**src/crc_engine.sv**
```systemverilog
`timescale 1ns/1ns

module crc_engine #(
    parameter type  crc_t = logic [15:0],
    parameter crc_t POLY  = '0,
    parameter crc_t INIT  = '1
) (
    input  logic       clk,
    input  logic       rst,
    input  logic       clear,
    input  logic       en,
    input  logic [7:0] din,
    output crc_t       crc
);

    localparam int W = $bits(crc_t);

    function automatic crc_t reflect(crc_t p);
        crc_t r;
        for (int i = 0; i < W; i++) begin
            r[i] = p[W-1-i];
        end
        return r;
    endfunction

    localparam crc_t RPOLY = reflect(POLY);

    // one byte, lsb first, right shifting register
    function automatic crc_t fold(crc_t r, logic [7:0] d);
        crc_t c;
        c = r;
        for (int i = 0; i < 8; i++) begin
            if (c[0] ^ d[i]) begin
                c = (c >> 1) ^ RPOLY;
            end else begin
                c = c >> 1;
            end
        end
        return c;
    endfunction

    crc_t acc;

    always_ff @(posedge clk or posedge rst) begin
        if (rst) begin
            acc <= INIT;
        end else if (clear) begin
            acc <= INIT;
        end else if (en) begin
            acc <= fold(acc, din);
        end
    end

    assign crc = ~acc;

endmodule

```
**config.mk**
```make
export PLATFORM = sky130hd
export DESIGN_NAME = crc_engine
export DESIGN_NICKNAME = d
export VERILOG_FILES = /design/src/crc_engine.sv
export SDC_FILE = /design/constraint.sdc
export NUM_CORES = 1
export LEC_CHECK = 0
export BUFFER_PORTS_ARGS = -buffer_cell sky130_fd_sc_hd__buf_2
export CORE_AREA = 2 2 39 41
export CTS_CLUSTER_SIZE = 12
export DETAILED_ROUTE_END_ITERATION = 10
export DIE_AREA = 0 0 41 43
export HOLD_SLACK_MARGIN = 0.02
export PLACE_DENSITY = 0.49
export SLEW_MARGIN = 30
export SYNTH_ARGS = -nofsm -noshare
export SYNTH_HDL_FRONTEND = slang
export SYNTH_SLANG_ARGS = --single-unit
```
**constraint.sdc**
```tcl
create_clock -name clk -period 1.61 [get_ports clk]
set_input_delay 0.161 -clock clk [delete_from_list [all_inputs] [get_ports clk]]
set_output_delay 0.161 -clock clk [all_outputs]
set_load 0.03 [all_outputs]
```
==> reports/metrics.yaml <==
p_leak_nw: 0.157
syn_avg_cell_area_sq_um: 8.21
wl_per_cell_microns: 7.10
drc: 0
viasPerCell: 3.06
critPathMaxStageDelay_ns: 0.50
critPathMaxFanout: 9
synth_cells: 23
cts_tree: "yes"
relSlewSlack: 0.853
die_h_microns: 43
hold_class: "in2reg"
antenna_found_initial: 0
diodes: 0
dieArea_sq_um: 1760
power.density_nw_per_um2: 1150
yosys.area.top_type_share: 0.556
comb_power_share: 0.370
ios: 28
path_delay_family: "flip-flops"
cp_slowest_cell: "dfstp_2"
drtPass1Iterations: 2
synthTopCellsByArea: "buf_4 (56%), dfstp_2 (28%), inv_1 (7.9%), o211ai_1 (4.0%), o21ai_1 (2.6%)"
drt-total-wl_microns: 341
power_switching_share: 0.390
fin_hold_ws_ns: 0.0985
endpoint_kind: "primary output"
path_cells: "inv_1 > buf_2"
worst-endpoint-required_ns: 1.45
rsz0062_at_grt: "false"
routed-via-count: 147
yosys_warnings: 0
p_int_w: 0.000163
num_rows: 14
nNetsFinal: 46
start_util: 0.137
grt_max_degree: 10
synth_flop_cell: "dfstp_2"
yosysTopAreaCell: "buf_4"
clock_power_share: 0.414
drive_gt1_frac: 0.750
critical_path_class: "reg2out"
grt_pass1_vias: 115
area_growth_pct: 22.5
finClkSkew_ns: 0.00104
synth_seq_cells: 2
period_needed_ns: 1.20
cts_sinks: 2
grt_pass1_wl_microns: 469
yosysMostFrequentCell: "buf_4"
synthTopCellsByCount: "buf_4 (14), inv_1 (4), dfstp_2 (2)"
synth_edf_count: 0
fillCellCount: 161
hold_viol_final: 0
clockBufferDepth: 2
worstSetupStartpointType: "flip-flop"
path_clk_slew_ns: 0.03
outcome: "finished, final reports clean"
cp.arrival_ns: 1.03
maxCapViolations: 0
power_switching_w: 0.000104
drt_iter0_markers: 1
post_cts_resized: 0
syn_area_sq_um: 189
cts_root_buf: "clkbuf_4"
cp_num_buf_inv: 2
grt_overflow: 0
period_share: 0.742
ant_nets: 0
fin_tns_setup_ns: 0
largest_reg_flops: 2
synth_fp_nets: 35
cts_made_buffers: 3
async_reset_ff_frac: 1.00
gp_congestion: 0.569
worst_pin_slew_ns: 0.220
htree_levels: 1
ys_seq_area_frac: 0.278
seqPwrFrac: 0.216
clock.fmax_mhz: 837
track_usage: 0.0511
ir_drop_mv: 0.245
clock_latency_ns: 0.22
yosysUniqueCellTypes: 6
reg.largest.list: "acc: 2 flops"
core-area_sq_um: 1380
setup_violations: 0
regMostFlops: "acc"
report.final.slew_viol_count: 0
final_util: 0.167
die_w_microns: 41
port_buffers: 19
[final timing paths]
| path | startpoint | endpoint | slack, ns | cells past startpoint |
|---|---|---|---|---|
| worst max-delay path | acc[7]$_DFFE_PP1P_ | crc[0] | 0.41 | 2 |
| worst min-delay path | en | acc[14]$_DFFE_PP1P_ | 0.1 | 2 |
| worst max register to register | acc[7]$_DFFE_PP1P_ | acc[7]$_DFFE_PP1P_ | 0.71 | 2 |
| worst min register to register | acc[14]$_DFFE_PP1P_ | acc[7]$_DFFE_PP1P_ | 0.51 | 2 |
| max in group asynchronous | rst | acc[7]$_DFFE_PP1P_ | 1.09 | 3 |
| min in group asynchronous | rst | acc[14]$_DFFE_PP1P_ | 0.50 | 3 |
[area by class of cell]
cell class | instances | area [sq um] | area share
timing repair buffer | 20 | 105 | 0.454
sequential | 2 | 52.6 | 0.227
clock buffer | 3 | 22.5 | 0.0973
tap | 16 | 20.0 | 0.0865
multi-input combinational | 3 | 16.3 | 0.0703
inverter | 4 | 15.0 | 0.0649
[cell families (layout without fill, tap and decap cells)]
group,after synthesis,after routing,share of synthesized area
AO/OA/AOI/OAI,2,2,0.0662
buffers and inverters,18,27,0.636
flip-flops,2,2,0.278
AND/OR/NAND/NOR,1,1,0.0198
[routing by layer]
| layer | global-route usage | part of all wire |
|---|---|---|
| met5 | 0 | 0 |
| met4 | 0.100 | 0.035 |
| met3 | 0.0314 | 0.15 |
| met2 | 0.0469 | 0.45 |
| met1 | 0.0479 | 0.36 |
[stage by stage]
stage,area (sq um),cells,total power [W],setup WS (ns)
final,231,48,0.000267,0.415
after global routing,231,48,0.000290,0.339
after CTS,231,48,0.000275,0.388
after detailed placement,199,44,0.000156,0.630
after global placement,199,44,0.000156,0.637
after floorplan,189,23,0.000158,0.521
[repair_timing]
action | in CTS | in global routing
hold endpoints to repair | 2 | 0
hold buffers | 1 | 0
setup buffers | 0 | 0
[placed cells by master, fill, tap and decap left out, drive strengths merged]
master / synthesis / final
dlygate4sd3: 0 / 1
buf: 14 / 19
nand2: 1 / 1
clkbuf: 0 / 3
o211ai: 1 / 1
inv: 4 / 4
o21ai: 1 / 1
dfstp: 2 / 2
[power groups by stage]
stage	Clock, W	Sequential [W]	Combinational [W]
floorplan	0	0.0000578	0.000101
global placement	0	0.0000581	0.0000976
detailed placement	0	0.0000582	0.0000979
CTS	0.000117	0.0000578	0.0000999
global route	0.000128	0.0000583	0.000104
finish	0.000110	0.0000577	0.0000987
No activity file was read; power rests on OpenSTA's default activity.
