==> config.mk <==
export PLATFORM = sky130hd
export DESIGN_NAME = com_tx
export DESIGN_NICKNAME = d
export VERILOG_FILES = /design/src/com_pkg.sv /design/src/com_tx.sv
export SDC_FILE = /design/constraint.sdc
export NUM_CORES = 1
export LEC_CHECK = 0
export BUFFER_PORTS_ARGS = -buffer_cell sky130_fd_sc_hd__clkbuf_2
export CORE_MARGIN = 10
export CORE_UTILIZATION = 60
export CTS_BUF_LIST = sky130_fd_sc_hd__clkbuf_8
export DETAILED_ROUTE_END_ITERATION = 16
export GPL_TIMING_DRIVEN = 0
export PLACE_DENSITY = 0.95
export SLEW_MARGIN = 20
export SYNTH_ARGS = -nofsm -noshare
export SYNTH_HDL_FRONTEND = slang
export SYNTH_SLANG_ARGS = --single-unit
==> constraint.sdc <==
create_clock -name clk -period 6.3 [get_ports clk]
set_input_delay 0.63 -clock clk [delete_from_list [all_inputs] [get_ports clk]]
set_output_delay 0.63 -clock clk [all_outputs]
set_load 0.01 [all_outputs]
==> src/com_pkg.sv <==
package com_pkg;

    // buffer geometry
    localparam int ADDR_W      = 12;
    localparam int RAM_DEPTH   = 1 << ADDR_W;
    localparam int RAM_LATENCY = 2;

    // field lengths in bytes
    localparam int PLEN = 4;
    localparam int NLEN = 2;
    localparam int CLEN = 2;
    // cycles spent in GAP before fd
    localparam int GLEN = 4;

    localparam logic [7:0] PID_PREM  = 8'h5A;
    localparam logic [7:0] PID_SYNC  = 8'h0F;
    localparam logic [7:0] PID_ACK   = 8'h2D;
    localparam logic [7:0] PID_NAK   = 8'hA5;
    localparam logic [7:0] PID_STL   = 8'hE1;
    localparam logic [7:0] PID_STAT  = 8'hD2;
    localparam logic [7:0] PID_DATA0 = 8'h96;
    localparam logic [7:0] PID_DATA1 = 8'h5A;

    // polynomials in normal form, engines reflect them
    localparam logic [4:0]  CRC5_POLY  = 5'h05;
    localparam logic [4:0]  CRC5_INIT  = 5'h1F;
    localparam logic [15:0] CRC16_POLY = 16'h8005;
    localparam logic [15:0] CRC16_INIT = 16'hFFFF;

    typedef enum logic [3:0] {
        BAG_ACK   = 4'b0001,
        BAG_NAK   = 4'b0010,
        BAG_STL   = 4'b0011,
        BAG_DLINK = 4'b1000,
        BAG_DTYPE = 4'b1001,
        BAG_DTEMP = 4'b1010,
        BAG_DATA0 = 4'b1101,
        BAG_DATA1 = 4'b1110
    } btype_t;

    typedef enum logic [3:0] {
        IDLE, WAIT, PREM, SYNC, WPID, DNUM, WORK, CRC5, CRC16, GAP, DONE
    } state_t;

    // what the output register puts on the line for a stage byte
    typedef enum logic [1:0] {
        SEL_BYTE, SEL_CRC5, SEL_CRC_HI, SEL_CRC_LO
    } sel_t;

    typedef struct packed {
        btype_t            btype;
        logic [ADDR_W-1:0] dlen;
        logic [ADDR_W-1:0] addr;
    } frame_req_t;

    typedef struct packed {
        logic              en;
        logic [ADDR_W-1:0] addr;
        logic [7:0]        data;
    } buf_wr_t;

    typedef struct packed {
        logic       en;
        logic [7:0] data;
    } line_byte_t;

    typedef struct packed {
        logic       en;
        logic       pay;
        sel_t       sel;
        logic [7:0] data;
    } stage_t;

endpackage
==> src/com_tx.sv <==
`timescale 1ns/1ns

module com_tx (
    input  logic                       clk,
    input  logic                       rst,
    input  logic                       fs,
    input  com_pkg::frame_req_t        req,
    output logic                       fd,
    output com_pkg::line_byte_t        line,
    output logic [com_pkg::ADDR_W-1:0] rd_addr,
    input  logic [7:0]                 rd_data,
    output logic                       crc_clear,
    output logic                       crc_en,
    output logic [7:0]                 crc_din,
    input  logic [4:0]                 crc5_val,
    input  logic [15:0]                crc16_val
);

    import com_pkg::*;

    state_t            state;
    state_t            next_state;
    logic [ADDR_W-1:0] num;
    logic [ADDR_W-1:0] cnt_end;
    logic              cnt_done;
    logic [7:0]        pid;
    stage_t            stg;
    stage_t            stg_d;

    logic              hshake;
    logic              status;
    logic              dframe;
    logic              known;

    always_comb begin
        hshake = 1'b0;
        status = 1'b0;
        dframe = 1'b0;
        case (req.btype)
            BAG_ACK, BAG_NAK, BAG_STL:       hshake = 1'b1;
            BAG_DLINK, BAG_DTYPE, BAG_DTEMP: status = 1'b1;
            BAG_DATA0, BAG_DATA1:            dframe = 1'b1;
            default: ;
        endcase
    end

    assign known = hshake | status | dframe;

    // last count value of the current state
    always_comb begin
        case (state)
            PREM:    cnt_end = ADDR_W'(PLEN - 1);
            DNUM:    cnt_end = ADDR_W'(NLEN - 1);
            WORK:    cnt_end = req.dlen - 1'b1;
            CRC16:   cnt_end = ADDR_W'(CLEN - 1);
            GAP:     cnt_end = ADDR_W'(GLEN - 1);
            default: cnt_end = '0;
        endcase
    end

    assign cnt_done = (num == cnt_end);

    always_ff @(posedge clk or posedge rst) begin
        if (rst) begin
            state <= IDLE;
        end else begin
            state <= next_state;
        end
    end

    always_comb begin
        next_state = state;
        case (state)
            IDLE: next_state = WAIT;
            WAIT: begin
                // unknown type skips straight to fd
                if (fs) begin
                    next_state = known ? PREM : DONE;
                end
            end
            PREM: begin
                if (cnt_done) begin
                    next_state = SYNC;
                end
            end
            SYNC: next_state = WPID;
            WPID: next_state = hshake ? GAP : DNUM;
            DNUM: begin
                if (cnt_done) begin
                    next_state = WORK;
                end
            end
            WORK: begin
                if (cnt_done) begin
                    next_state = status ? CRC5 : CRC16;
                end
            end
            CRC5: next_state = GAP;
            CRC16: begin
                if (cnt_done) begin
                    next_state = GAP;
                end
            end
            GAP: begin
                if (cnt_done) begin
                    next_state = DONE;
                end
            end
            DONE: begin
                if (!fs) begin
                    next_state = WAIT;
                end
            end
            default: next_state = IDLE;
        endcase
    end

    // shared byte counter, restarts on every state change
    always_ff @(posedge clk or posedge rst) begin
        if (rst) begin
            num <= '0;
        end else if (next_state != state) begin
            num <= '0;
        end else if (state inside {PREM, DNUM, WORK, CRC16, GAP}) begin
            num <= num + 1'b1;
        end
    end

    always_ff @(posedge clk or posedge rst) begin
        if (rst) begin
            pid <= 8'h00;
        end else if (state == SYNC) begin
            case (req.btype)
                BAG_ACK:                         pid <= PID_ACK;
                BAG_NAK:                         pid <= PID_NAK;
                BAG_STL:                         pid <= PID_STL;
                BAG_DLINK, BAG_DTYPE, BAG_DTEMP: pid <= PID_STAT;
                BAG_DATA0:                       pid <= PID_DATA0;
                BAG_DATA1:                       pid <= PID_DATA1;
                default:                         pid <= 8'h00;
            endcase
        end
    end

    // the two length cycles cover the read latency,
    // so the first payload byte lands in the first WORK cycle
    always_ff @(posedge clk or posedge rst) begin
        if (rst) begin
            rd_addr <= '0;
        end else if (state == WPID) begin
            rd_addr <= req.addr;
        end else if (state == DNUM || state == WORK) begin
            rd_addr <= rd_addr + 1'b1;
        end
    end

    always_comb begin
        stg_d = '0;
        case (state)
            PREM: begin
                stg_d.en   = 1'b1;
                stg_d.data = PID_PREM;
            end
            SYNC: begin
                stg_d.en   = 1'b1;
                stg_d.data = PID_SYNC;
            end
            WPID: begin
                stg_d.en   = 1'b1;
                stg_d.data = pid;
            end
            DNUM: begin
                stg_d.en   = 1'b1;
                stg_d.data = (num == '0) ? {4'h0, req.dlen[11:8]} : req.dlen[7:0];
            end
            WORK: begin
                stg_d.en   = 1'b1;
                stg_d.pay  = 1'b1;
                stg_d.data = rd_data;
            end
            CRC5: begin
                stg_d.en  = 1'b1;
                stg_d.sel = SEL_CRC5;
            end
            CRC16: begin
                stg_d.en  = 1'b1;
                stg_d.sel = (num == '0) ? SEL_CRC_HI : SEL_CRC_LO;
            end
            default: ;
        endcase
    end

    always_ff @(posedge clk or posedge rst) begin
        if (rst) begin
            stg <= '0;
        end else begin
            stg <= stg_d;
        end
    end

    // crc slots pick up the engine value here, one cycle after the last payload byte
    always_ff @(posedge clk or posedge rst) begin
        if (rst) begin
            line <= '0;
        end else begin
            line.en <= stg.en;
            case (stg.sel)
                SEL_CRC5:   line.data <= {3'b000, crc5_val};
                SEL_CRC_HI: line.data <= crc16_val[15:8];
                SEL_CRC_LO: line.data <= crc16_val[7:0];
                default:    line.data <= stg.data;
            endcase
        end
    end

    assign crc_clear = (state == SYNC);
    assign crc_en    = stg.pay;
    assign crc_din   = stg.data;
    assign fd        = (state == DONE);

endmodule

==> flow_summary.ini, run 1 <==
[timing]
timing.final.hold_violations = 0
finalCritPeriodShare = 0.535
fin_ws_ns = 2.93
fmax_mhz = 297
min_period_ns = 3.37
slew_violations = 0
slew_headroom = 0.406
fin_tns_setup_ns = 0
rsz0062_at_grt = no
finalSetupViolCount = 0
skew_ns = 0.0120
tightest_slew_ns = 0.882

[worst_setup_path]
worstSetupEndpointType = register
crit_type = reg -> reg
crit_family = buffers and inverters
crit_chain = clkbuf_1 -> nand4bb_1 -> inv_1 -> clkbuf_1 -> o211ai_1 -> and3_1 -> a211o_1 -> a311o_1 -> a211oi_4 -> buf_6 -> nor2_1
reg2reg_depth = 11
path_depth = 11
cp.arrival_ns = 3.58
cp-startpoint = state[2]
r2r_end = num[8]
slowest_stage = clkbuf_1
start_kind = register
r2r_start = state[2]
crit_top_cell = clkbuf_1
r2r_slack_ns = 2.93
crit_buf_inv = 4
max_stage_delay_ns = 0.46
cp_max_fo = 10
cp.required_ns = 6.51

[power]
clockPowerShare = 0.124
p_leak_nw = 2.03
seq_power_share = 0.329
p_sw_frac = 0.459
power_switching_w = 0.000771
p_int_w = 0.000908
vdd_drop_max_v = 0.000255
power_density_mw_per_mm2 = 375
pwr-share-comb = 0.547

[routing]
wl_um = 11900
drtAntennaViolNets = 0
avgViaCountPerCell = 6.45
dr.pass1.iters = 7
routedWlPerCell_um = 18.9
first_iter_violations = 344
drc_errors = 0
vias = 4045

[finish]
final_cell_mix = 88 x clkbuf_2, 55 x dfrtp_1, 47 x nand2_1, 47 x nor2_1, 33 x a21oi_1
final_common_cell = clkbuf_2
layout-drive-gt1-share = 0.224
syn_to_final_growth_pct = 16.4
final_net_count = 618
diodes = 0

[job]
drv_cap = 0

[clocking]
clkLatencyLatePin_ns = 0.32
cts_inserted_buffers = 5
clockRootBuffer = clkbuf_8
ctsHtreeMaxLevel = 2
clk_pin_slew_worst_paths_ns = 0.11
postCtsHoldBufs = 0
post_cts_buffers = 0
cts_buffer_depth = 2
cts.sinks = 55
cts_tree = done
cts.repair.resized = 0

[worst_hold_path]
min_to = line[8]
hold_path.class = reg -> reg
holdPathStages = 0
min-delay-start = stg[11]

[status]
status = completed

[grt]
globalRouteTotalUtil = 0.231
grt_first_pass_wirelength_um = 19300
antenna_found_initial = 0
grt_pass1_vias = 3866
grt_max_degree = 56
grt_overflow = 0

[logic_synthesis]
synth-seq-area-share = 0.358
syn_avg_cell_area_um2 = 8.48
synth_cell_type_count = 67
async_flop_share = 1.00
synthCells = 454
synth_seq_cells = 55
synth.net_count = 523
synth.cell_area_mm2 = 0.00385
synth_edf_count = 0
ys_warn_count = 0
ys.flop_type = dfrtp_1

[placement]
dp_worst_setup_slack_ns = 2.81
dp_hpwl_um = 9130
gp_congestion = 1.02
portBuffers = 88

[floorplanning]
dieArea_mm2 = 0.0100
num_rows = 29
placeableCoreArea_mm2 = 0.00628
start_util = 0.613
top_level_ports = 92
die_h_um = 100
die_x_um = 100
[layout make-up]
type | count | area, um^2
tap | 77 | 96.3
fill | 527 | 1800
timing repair buffer | 88 | 440
inverter | 21 | 81.3
sequential | 55 | 1380
buffer | 37 | 186
clock buffer | 5 | 68.8
multi-input combinational | 341 | 2210
clock inverter | 3 | 25.0
[metrics by stage]
stage	cell area [um^2]	utilization	total power (W)	hold slack (ns)	cells
2_1_floorplan	3850	-	0.00116	0.331	454
3_5_place_dp	4390	0.699	0.00146	0.344	619
4_1_cts	4480	0.714	0.00167	0.368	627
5_1_grt	4480	0.714	0.00179	0.371	627
6_report	4480	0.714	0.00168	0.367	627
3_3_place_gp	4390	0.699	0.00142	0.337	619
[worst register-to-register path, cell delays in order, from the launching register on]
cell and delay [ns]:
dfrtp_1 0.34, clkbuf_1 0.32, nand4bb_1 0.41, inv_1 0.21, clkbuf_1 0.46, o211ai_1 0.19
and3_1 0.21, a211o_1 0.23, a311o_1 0.38, a211oi_4 0.26, buf_6 0.19, nor2_1 0.06
[synth_stat cells (7+ instances only)]
cell / count / area [um^2]
dfrtp_1: 55 / 1380
nand2_1: 47 / 176
nor2_1: 47 / 176
a21oi_1: 33 / 165
clkbuf_1: 24 / 90.1
o21ai_0: 23 / 115
nand3_1: 20 / 100
inv_1: 17 / 63.8
nor3_1: 13 / 65.1
xnor2_1: 11 / 96.3
ha_1: 9 / 113
buf_4: 8 / 60.1
o22ai_1: 8 / 50.1
a31oi_1: 7 / 43.8
nand2b_1: 7 / 43.8
[power by group through the flow]
stage	sequential (W)	clock (W)	combinational [W]
2_1_floorplan	0.000561	0	0.000604
3_3_place_gp	0.000550	0	0.000874
3_5_place_dp	0.000556	0	0.000902
4_1_cts	0.000549	0.000211	0.000909
5_1_grt	0.000563	0.000224	0.00101
6_report	0.000553	0.000208	0.000918
[routing by layer]
metal / routed length [um] / up-vias / global-route usage
met3: 1200 / 28 / 0.0543
met5: 0 / - / 0
met1: 4690 / 1928 / 0.288
met4: 263 / 0 / 0.0750
li1: - / 1845 / -
met2: 5720 / 244 / 0.385
[how the worst max path moves through the flow]
| stage | to |
|---|---|
| final | num[8] |
| after global routing | num[8] |
| after CTS | num[8] |
| after detailed placement | num[3] |
| after global placement | num[3] |
| after floorplan | num[4] |
[cell families after synthesis]
group                      count (synthesis)  share of synthesized area
AOI/OAI and AO/OA                        119                      0.209
xor gates and xnor gates                  16                     0.0436
adders and majority gates                  9                     0.0293
buffers and inverters                     58                     0.0689
DFF                                       55                      0.358
muxes                                     14                     0.0540
and+or+nand+nor                          183                      0.238
[registers in the layout, summed over array words and instances (netlist names)]
signal,flops
crc_din,8
crc_en,1
line,9
num,12
pid,6
rd_addr,12
state,4
stg,3
Note: power is estimated with default switching activity, not from simulation.
==> run 2, diff against run 1 <==
--- a/config.mk
+++ b/config.mk
@@ -5,13 +5,14 @@
 export SDC_FILE = /design/constraint.sdc
 export NUM_CORES = 1
 export LEC_CHECK = 0
+export ABC_AREA = 1
 export BUFFER_PORTS_ARGS = -buffer_cell sky130_fd_sc_hd__clkbuf_2
 export CORE_MARGIN = 10
-export CORE_UTILIZATION = 60
+export CORE_UTILIZATION = 56
 export CTS_BUF_LIST = sky130_fd_sc_hd__clkbuf_8
 export DETAILED_ROUTE_END_ITERATION = 16
 export GPL_TIMING_DRIVEN = 0
-export PLACE_DENSITY = 0.95
+export PLACE_DENSITY = 0.92
 export SLEW_MARGIN = 20
 export SYNTH_ARGS = -nofsm -noshare
 export SYNTH_HDL_FRONTEND = slang
==> constraint.sdc (replaced) <==
create_clock -name clk -period 3.4 [get_ports clk]
set_input_delay 0.34 -clock clk [delete_from_list [all_inputs] [get_ports clk]]
set_output_delay 0.34 -clock clk [all_outputs]
set_load 0.01 [all_outputs]
==> run 2 against run 1 <==
Synthesized area down 3.4%; setup slack worse by 2.2 ns; sequential cell count unchanged; critical path type unchanged; count of clock-buffer cells in the layout unchanged; register-to-register slack worse by 2.2 ns.
==> flow_summary.ini, run 2 <==
[floorplanning]
dieArea_mm2 = 0.0103
die_x_um = 101
die_h_um = 101
top_level_ports = 92
placeableCoreArea_mm2 = 0.00639
num_rows = 29
start_util = 0.582

[logic_synthesis]
synth_commonest_cells = 143 x nand2_1, 70 x inv_1, 58 x nor2_1
synth.cell_area_mm2 = 0.00372
syn_avg_cell_area_um2 = 7.03
yosysMostFrequentCell = nand2_1
synthCells = 529
ys_warn_count = 0
synth_top_cell_by_area = dfrtp_1
async_flop_share = 1.00
synth.net_count = 598
synth_seq_cells = 55
synth-seq-area-share = 0.370
synth_cell_type_count = 36
synth_top_area_frac = 0.370
ys.flop_type = dfrtp_1
synth_edf_count = 0
synth_area_leaders = dfrtp_1 37%, nand2_1 14%, inv_1 7.1%

[worst_setup_path]
crit_family = simple AND/OR/NAND/NOR gates
cp_max_fo = 10
cp.required_ns = 3.60
r2r_start = state[0]
cp-startpoint = state[0]
crit_chain = inv_1 -> nand2_2 -> nor2_8 -> buf_2 -> nand4_1 -> nand2_1 -> nand2_1 -> nor2_2 -> nand3_2 -> nand2_1 -> nand2_1 -> nand2_2 -> nand2_2 -> nand2_1 -> nand2_1 -> nand2_2 -> buf_6 -> nor2_2
worstSetupEndpointType = register
crit_type = reg -> reg
slowest_stage = dfrtp_1
cp.arrival_ns = 2.84
crit_buf_inv = 3
crit_top_cell = nand2_1
start_kind = register
max_stage_delay_ns = 0.42

[job]
drv_cap = 0

[finish]
final_net_count = 696
largestRegisters = num x12, rd_addr x12, line x9
final_cell_mix = 143 x nand2_1, 91 x clkbuf_2, 69 x inv_1
diodes = 0
layout-drive-gt1-share = 0.218
n_fill_cell = 526
syn_to_final_growth_pct = 17.4
finalCoreUtilization = 0.684
final_common_cell = nand2_1

[power]
power_switching_w = 0.00135
p_sw_frac = 0.462
p_int_w = 0.00157
seq_power_share = 0.344
clockPowerShare = 0.131
pwr-share-comb = 0.526
power_w = 0.00291
p_leak_nw = 2.31
power_density_mw_per_mm2 = 668
vdd_drop_max_v = 0.000369

[routing]
drc_errors = 0
drtAntennaViolNets = 0
routedWlPerCell_um = 15.5
first_iter_violations = 471
dr.pass1.iters = 5
vias = 4020
avgViaCountPerCell = 5.70
wl_um = 10900

[timing]
rsz0062_at_grt = no
skew_ns = 0.0146
slew_violations = 0
finalCritPeriodShare = 0.778
slew_headroom = 0.547
holdWs_ns = 0.103
finalSetupViolCount = 0
tightest_slew_ns = 0.679
timing.final.hold_violations = 0
fin_tns_setup_ns = 0
fin_ws_ns = 0.754
fmax_mhz = 378
min_period_ns = 2.65

[clocking]
cts_buffer_depth = 2
clk_pin_slew_worst_paths_ns = 0.11
cts.repair.resized = 0
ctsHtreeMaxLevel = 2
post_cts_buffers = 0
clkLatencyLatePin_ns = 0.32
clockRootBuffer = clkbuf_8
cts.sinks = 55
cts_tree = done
postCtsHoldBufs = 0
cts_inserted_buffers = 5

[placement]
dp_worst_setup_slack_ns = 0.670
portBuffers = 91
dp_hpwl_um = 8800
gp_congestion = 0.967

[grt]
grt_overflow = 0
antenna_found_initial = 0
grt_first_pass_wirelength_um = 18000
grt_max_degree = 56
grt_pass1_vias = 3926
globalRouteTotalUtil = 0.211

[status]
status = completed

[worst_hold_path]
hold_path.class = in -> async
==> run 2: changes by cell type after synthesis, moves of 7 or more <==
cell / change
a21oi_1: -22
clkbuf_1: -18
inv_1: +53
nand2_1: +96
nand2b_1: -7
nand3_1: +15
nand4_1: +13
nor2_1: +11
nor2_2: +13
o21ai_0: +9
xnor2_1: -9
xor2_1: +12
==> run 2: path summary, 6_finish.rpt <==
check                               end  slack (ns)  depth (start not counted)
min in group clk                line[2]        0.22                          3
worst min-delay path            line[4]        0.10                          2
worst min register to register  line[8]        0.39                          0
max in group asynchronous        num[8]        2.83                          2
worst max register to register   num[8]        0.75                         18
worst max-delay path             num[8]        0.75                         18
==> run 2: power by group through the flow <==
stage / Sequential [W] / Combinational [W] / Clock (W)
floorplan: 0.00103 / 0.00103 / 0
global placement: 0.00100 / 0.00146 / 0
detailed placement: 0.00101 / 0.00152 / 0
CTS: 0.000998 / 0.00152 / 0.000385
global route: 0.00103 / 0.00171 / 0.000414
finish: 0.00100 / 0.00153 / 0.000381
==> run 2: stage by stage <==
| step | instance area [um^2] | std cells |
|---|---|---|
| 2_1_floorplan | 3720 | 529 |
| 3_3_place_gp | 4270 | 697 |
| 3_5_place_dp | 4270 | 697 |
| 4_1_cts | 4370 | 705 |
| 5_1_grt | 4370 | 705 |
| 6_report | 4370 | 705 |
==> run 2: per-layer routing <==
metal | wire [um] | track usage | vias up
met1 | 4370 | 0.259 | 1849
met2 | 5140 | 0.362 | 238
met4 | 306 | 0.0750 | 0
li1 | - | - | 1897
met5 | 0 | 0 | -
met3 | 1100 | 0.0395 | 36
==> run 2: final cells by class <==
class / instances / area (um^2) / share of cell area
Multi-Input combinational cell: 384 / 1960 / 0.448
Sequential cell: 55 / 1380 / 0.315
Timing Repair Buffer: 91 / 455 / 0.104
Inverter: 71 / 269 / 0.0616
Buffer: 19 / 119 / 0.0272
Tap cell: 77 / 96.3 / 0.0221
Clock buffer: 5 / 68.8 / 0.0158
Clock inverter: 3 / 23.8 / 0.00545
==> run 2: kinds of logic after synthesis <==
group,share of synthesized area
flip-flops,0.370
AO/OA/AOI/OAI,0.109
buffers and inverters,0.104
XOR/XNOR,0.0400
AND/OR/NAND/NOR,0.347
adder cells (fa/ha/maj),0.0303
==> run 3, diff against run 2 <==
==> constraint.sdc (replaced) <==
create_clock -name clk -period 2.7 [get_ports clk]
set_input_delay 0.27 -clock clk [delete_from_list [all_inputs] [get_ports clk]]
set_output_delay 0.27 -clock clk [all_outputs]
set_load 0.01 [all_outputs]
==> run 3 against run 2 <==
Sequential power rose by 27%; clock skew fell by 0.0021 ns; die area is the same; setup slack worse by 0.59 ns; global-route usage is the same; sequential cell count stayed put; power is 27% higher; utilization rose by 0.37 points; first-iteration DRC count is 0.21% lower.
==> flow_summary.ini, run 3 (synthesized netlist as in run 2, its figures left out) <==
[status]
status = completed

[grt]
grt_first_pass_wirelength_um = 18000
globalRouteTotalUtil = 0.211
grt_max_degree = 56
antenna_found_initial = 0
grt_overflow = 0
grt_pass1_vias = 3926

[finish]
final_net_count = 697
largestRegisters = num x12, rd_addr x12, line x9
final_common_cell = nand2_1
layout-drive-gt1-share = 0.227
syn_to_final_growth_pct = 18.0
final_cell_mix = 142 x nand2_1, 91 x clkbuf_2, 68 x inv_1
fin_cells = 706
diodes = 0

[routing]
dr.pass1.iters = 5
vias = 4037
drc_errors = 0
drtAntennaViolNets = 0
wl_um = 10900
avgViaCountPerCell = 5.72
routedWlPerCell_um = 15.4
first_iter_violations = 470

[timing]
fmax_mhz = 395
fin_tns_setup_ns = 0
skew_ns = 0.0125
slew_headroom = 0.549
slew_violations = 0
rsz0062_at_grt = no
timing.final.hold_violations = 0
min_period_ns = 2.53
tightest_slew_ns = 0.676
finalSetupViolCount = 0
holdWs_ns = 0.0309
finalCritPeriodShare = 0.938

[floorplanning]
die_x_um = 101
top_level_ports = 92
die_h_um = 101
placeableCoreArea_mm2 = 0.00639
start_util = 0.582
dieArea_mm2 = 0.0103
num_rows = 29

[clocking]
cts.sinks = 55
clk_pin_slew_worst_paths_ns = 0.11
ctsHtreeMaxLevel = 2
clkLatencyLatePin_ns = 0.32
clockRootBuffer = clkbuf_8
cts_inserted_buffers = 5
cts_buffer_depth = 2
cts_tree = done
postCtsHoldBufs = 0

[placement]
dp.cells = 697
dp_hpwl_um = 8800
gp_congestion = 0.967
portBuffers = 91

[job]
drv_cap = 0

[worst_setup_path]
slowest_stage = dfrtp_2
crit_top_cell = nand2_1
crit_type = reg -> reg
crit_chain = inv_2 -> nand2_4 -> nor2_8 -> clkbuf_4 -> nand4_1 -> nand2_1 -> nand2_1 -> nor2_2 -> nand3_2 -> nand2_2 -> nand2_1 -> nand2_2 -> nand2_2 -> nand2_1 -> nand2_1 -> nand2_2 -> buf_8 -> nor2_2
cp.required_ns = 2.90
cp.arrival_ns = 2.73
cp_max_fo = 10
worstSetupEndpointType = register
max_stage_delay_ns = 0.46
start_kind = register

[power]
p_leak_nw = 2.31
power_density_mw_per_mm2 = 846
power_w = 0.00371
vdd_drop_max_v = 0.000478

[worst_hold_path]
hold_path.class = in -> async
run 3: layout make-up:
type | count | area (um^2)
repair buffers | 92 | 463
fillers | 520 | 2000
multi-input cells | 384 | 1960
well taps | 77 | 96.3
clock buffers | 5 | 68.8
plain buffers | 19 | 125
flip-flops and latches | 55 | 1380
clock inverters | 3 | 23.8
inverters | 71 | 269
run 3: worst paths after layout:
kind	start	to	slack (ns)	depth (start not counted)
setup reg to reg	state[3]	num[8]	0.17	18
hold reg to reg	stg[11]	line[8]	0.40	0
setup / recovery	state[3]	num[8]	0.17	18
hold / removal	rst	line[4]	0.03	2
min in group clk	crc16_val[10]	line[2]	0.15	3
max in group asynchronous	rst	state[0]	2.16	2
run 3: report_power, final:
part           total (W)  internal [W]  leakage [nW]  switching, W
logic            0.00196      0.000725          1.56       0.00124
registers        0.00127       0.00109         0.709      0.000180
clock network   0.000481      0.000188        0.0461      0.000293
run 3: what timing repair did:
item                                    CTS  global route
buffers inserted                          0             1
endpoints found under the setup margin    0            10
gates resized for setup                   0             7
run 3: layer usage:
metal	track usage	vias up	wire, um	part of all wire
met3	0.0395	34	1100	0.10
li1	-	1902	-	-
met4	0.0750	0	307	0.028
met2	0.362	247	5110	0.47
met5	0	-	0	0
met1	0.259	1854	4360	0.40
run 3: stage by stage:
| stage | utilization | instance area, um^2 | setup slack [ns] |
|---|---|---|---|
| after floorplan | - | 3720 | 0.510 |
| after global placement | 0.669 | 4270 | 0.102 |
| after detailed placement | 0.669 | 4270 | 0.0399 |
| after CTS | 0.684 | 4370 | 0.112 |
| after global routing | 0.687 | 4390 | 0.0137 |
| final | 0.687 | 4390 | 0.168 |
run 3: worst max-delay path, delay by kind of cell, from the launching register on:
family / cells / cell delay (ns)
and+or+nand+nor: 15 / 1.44
buffers and inverters: 3 / 0.49
DFF: 1 / 0.46
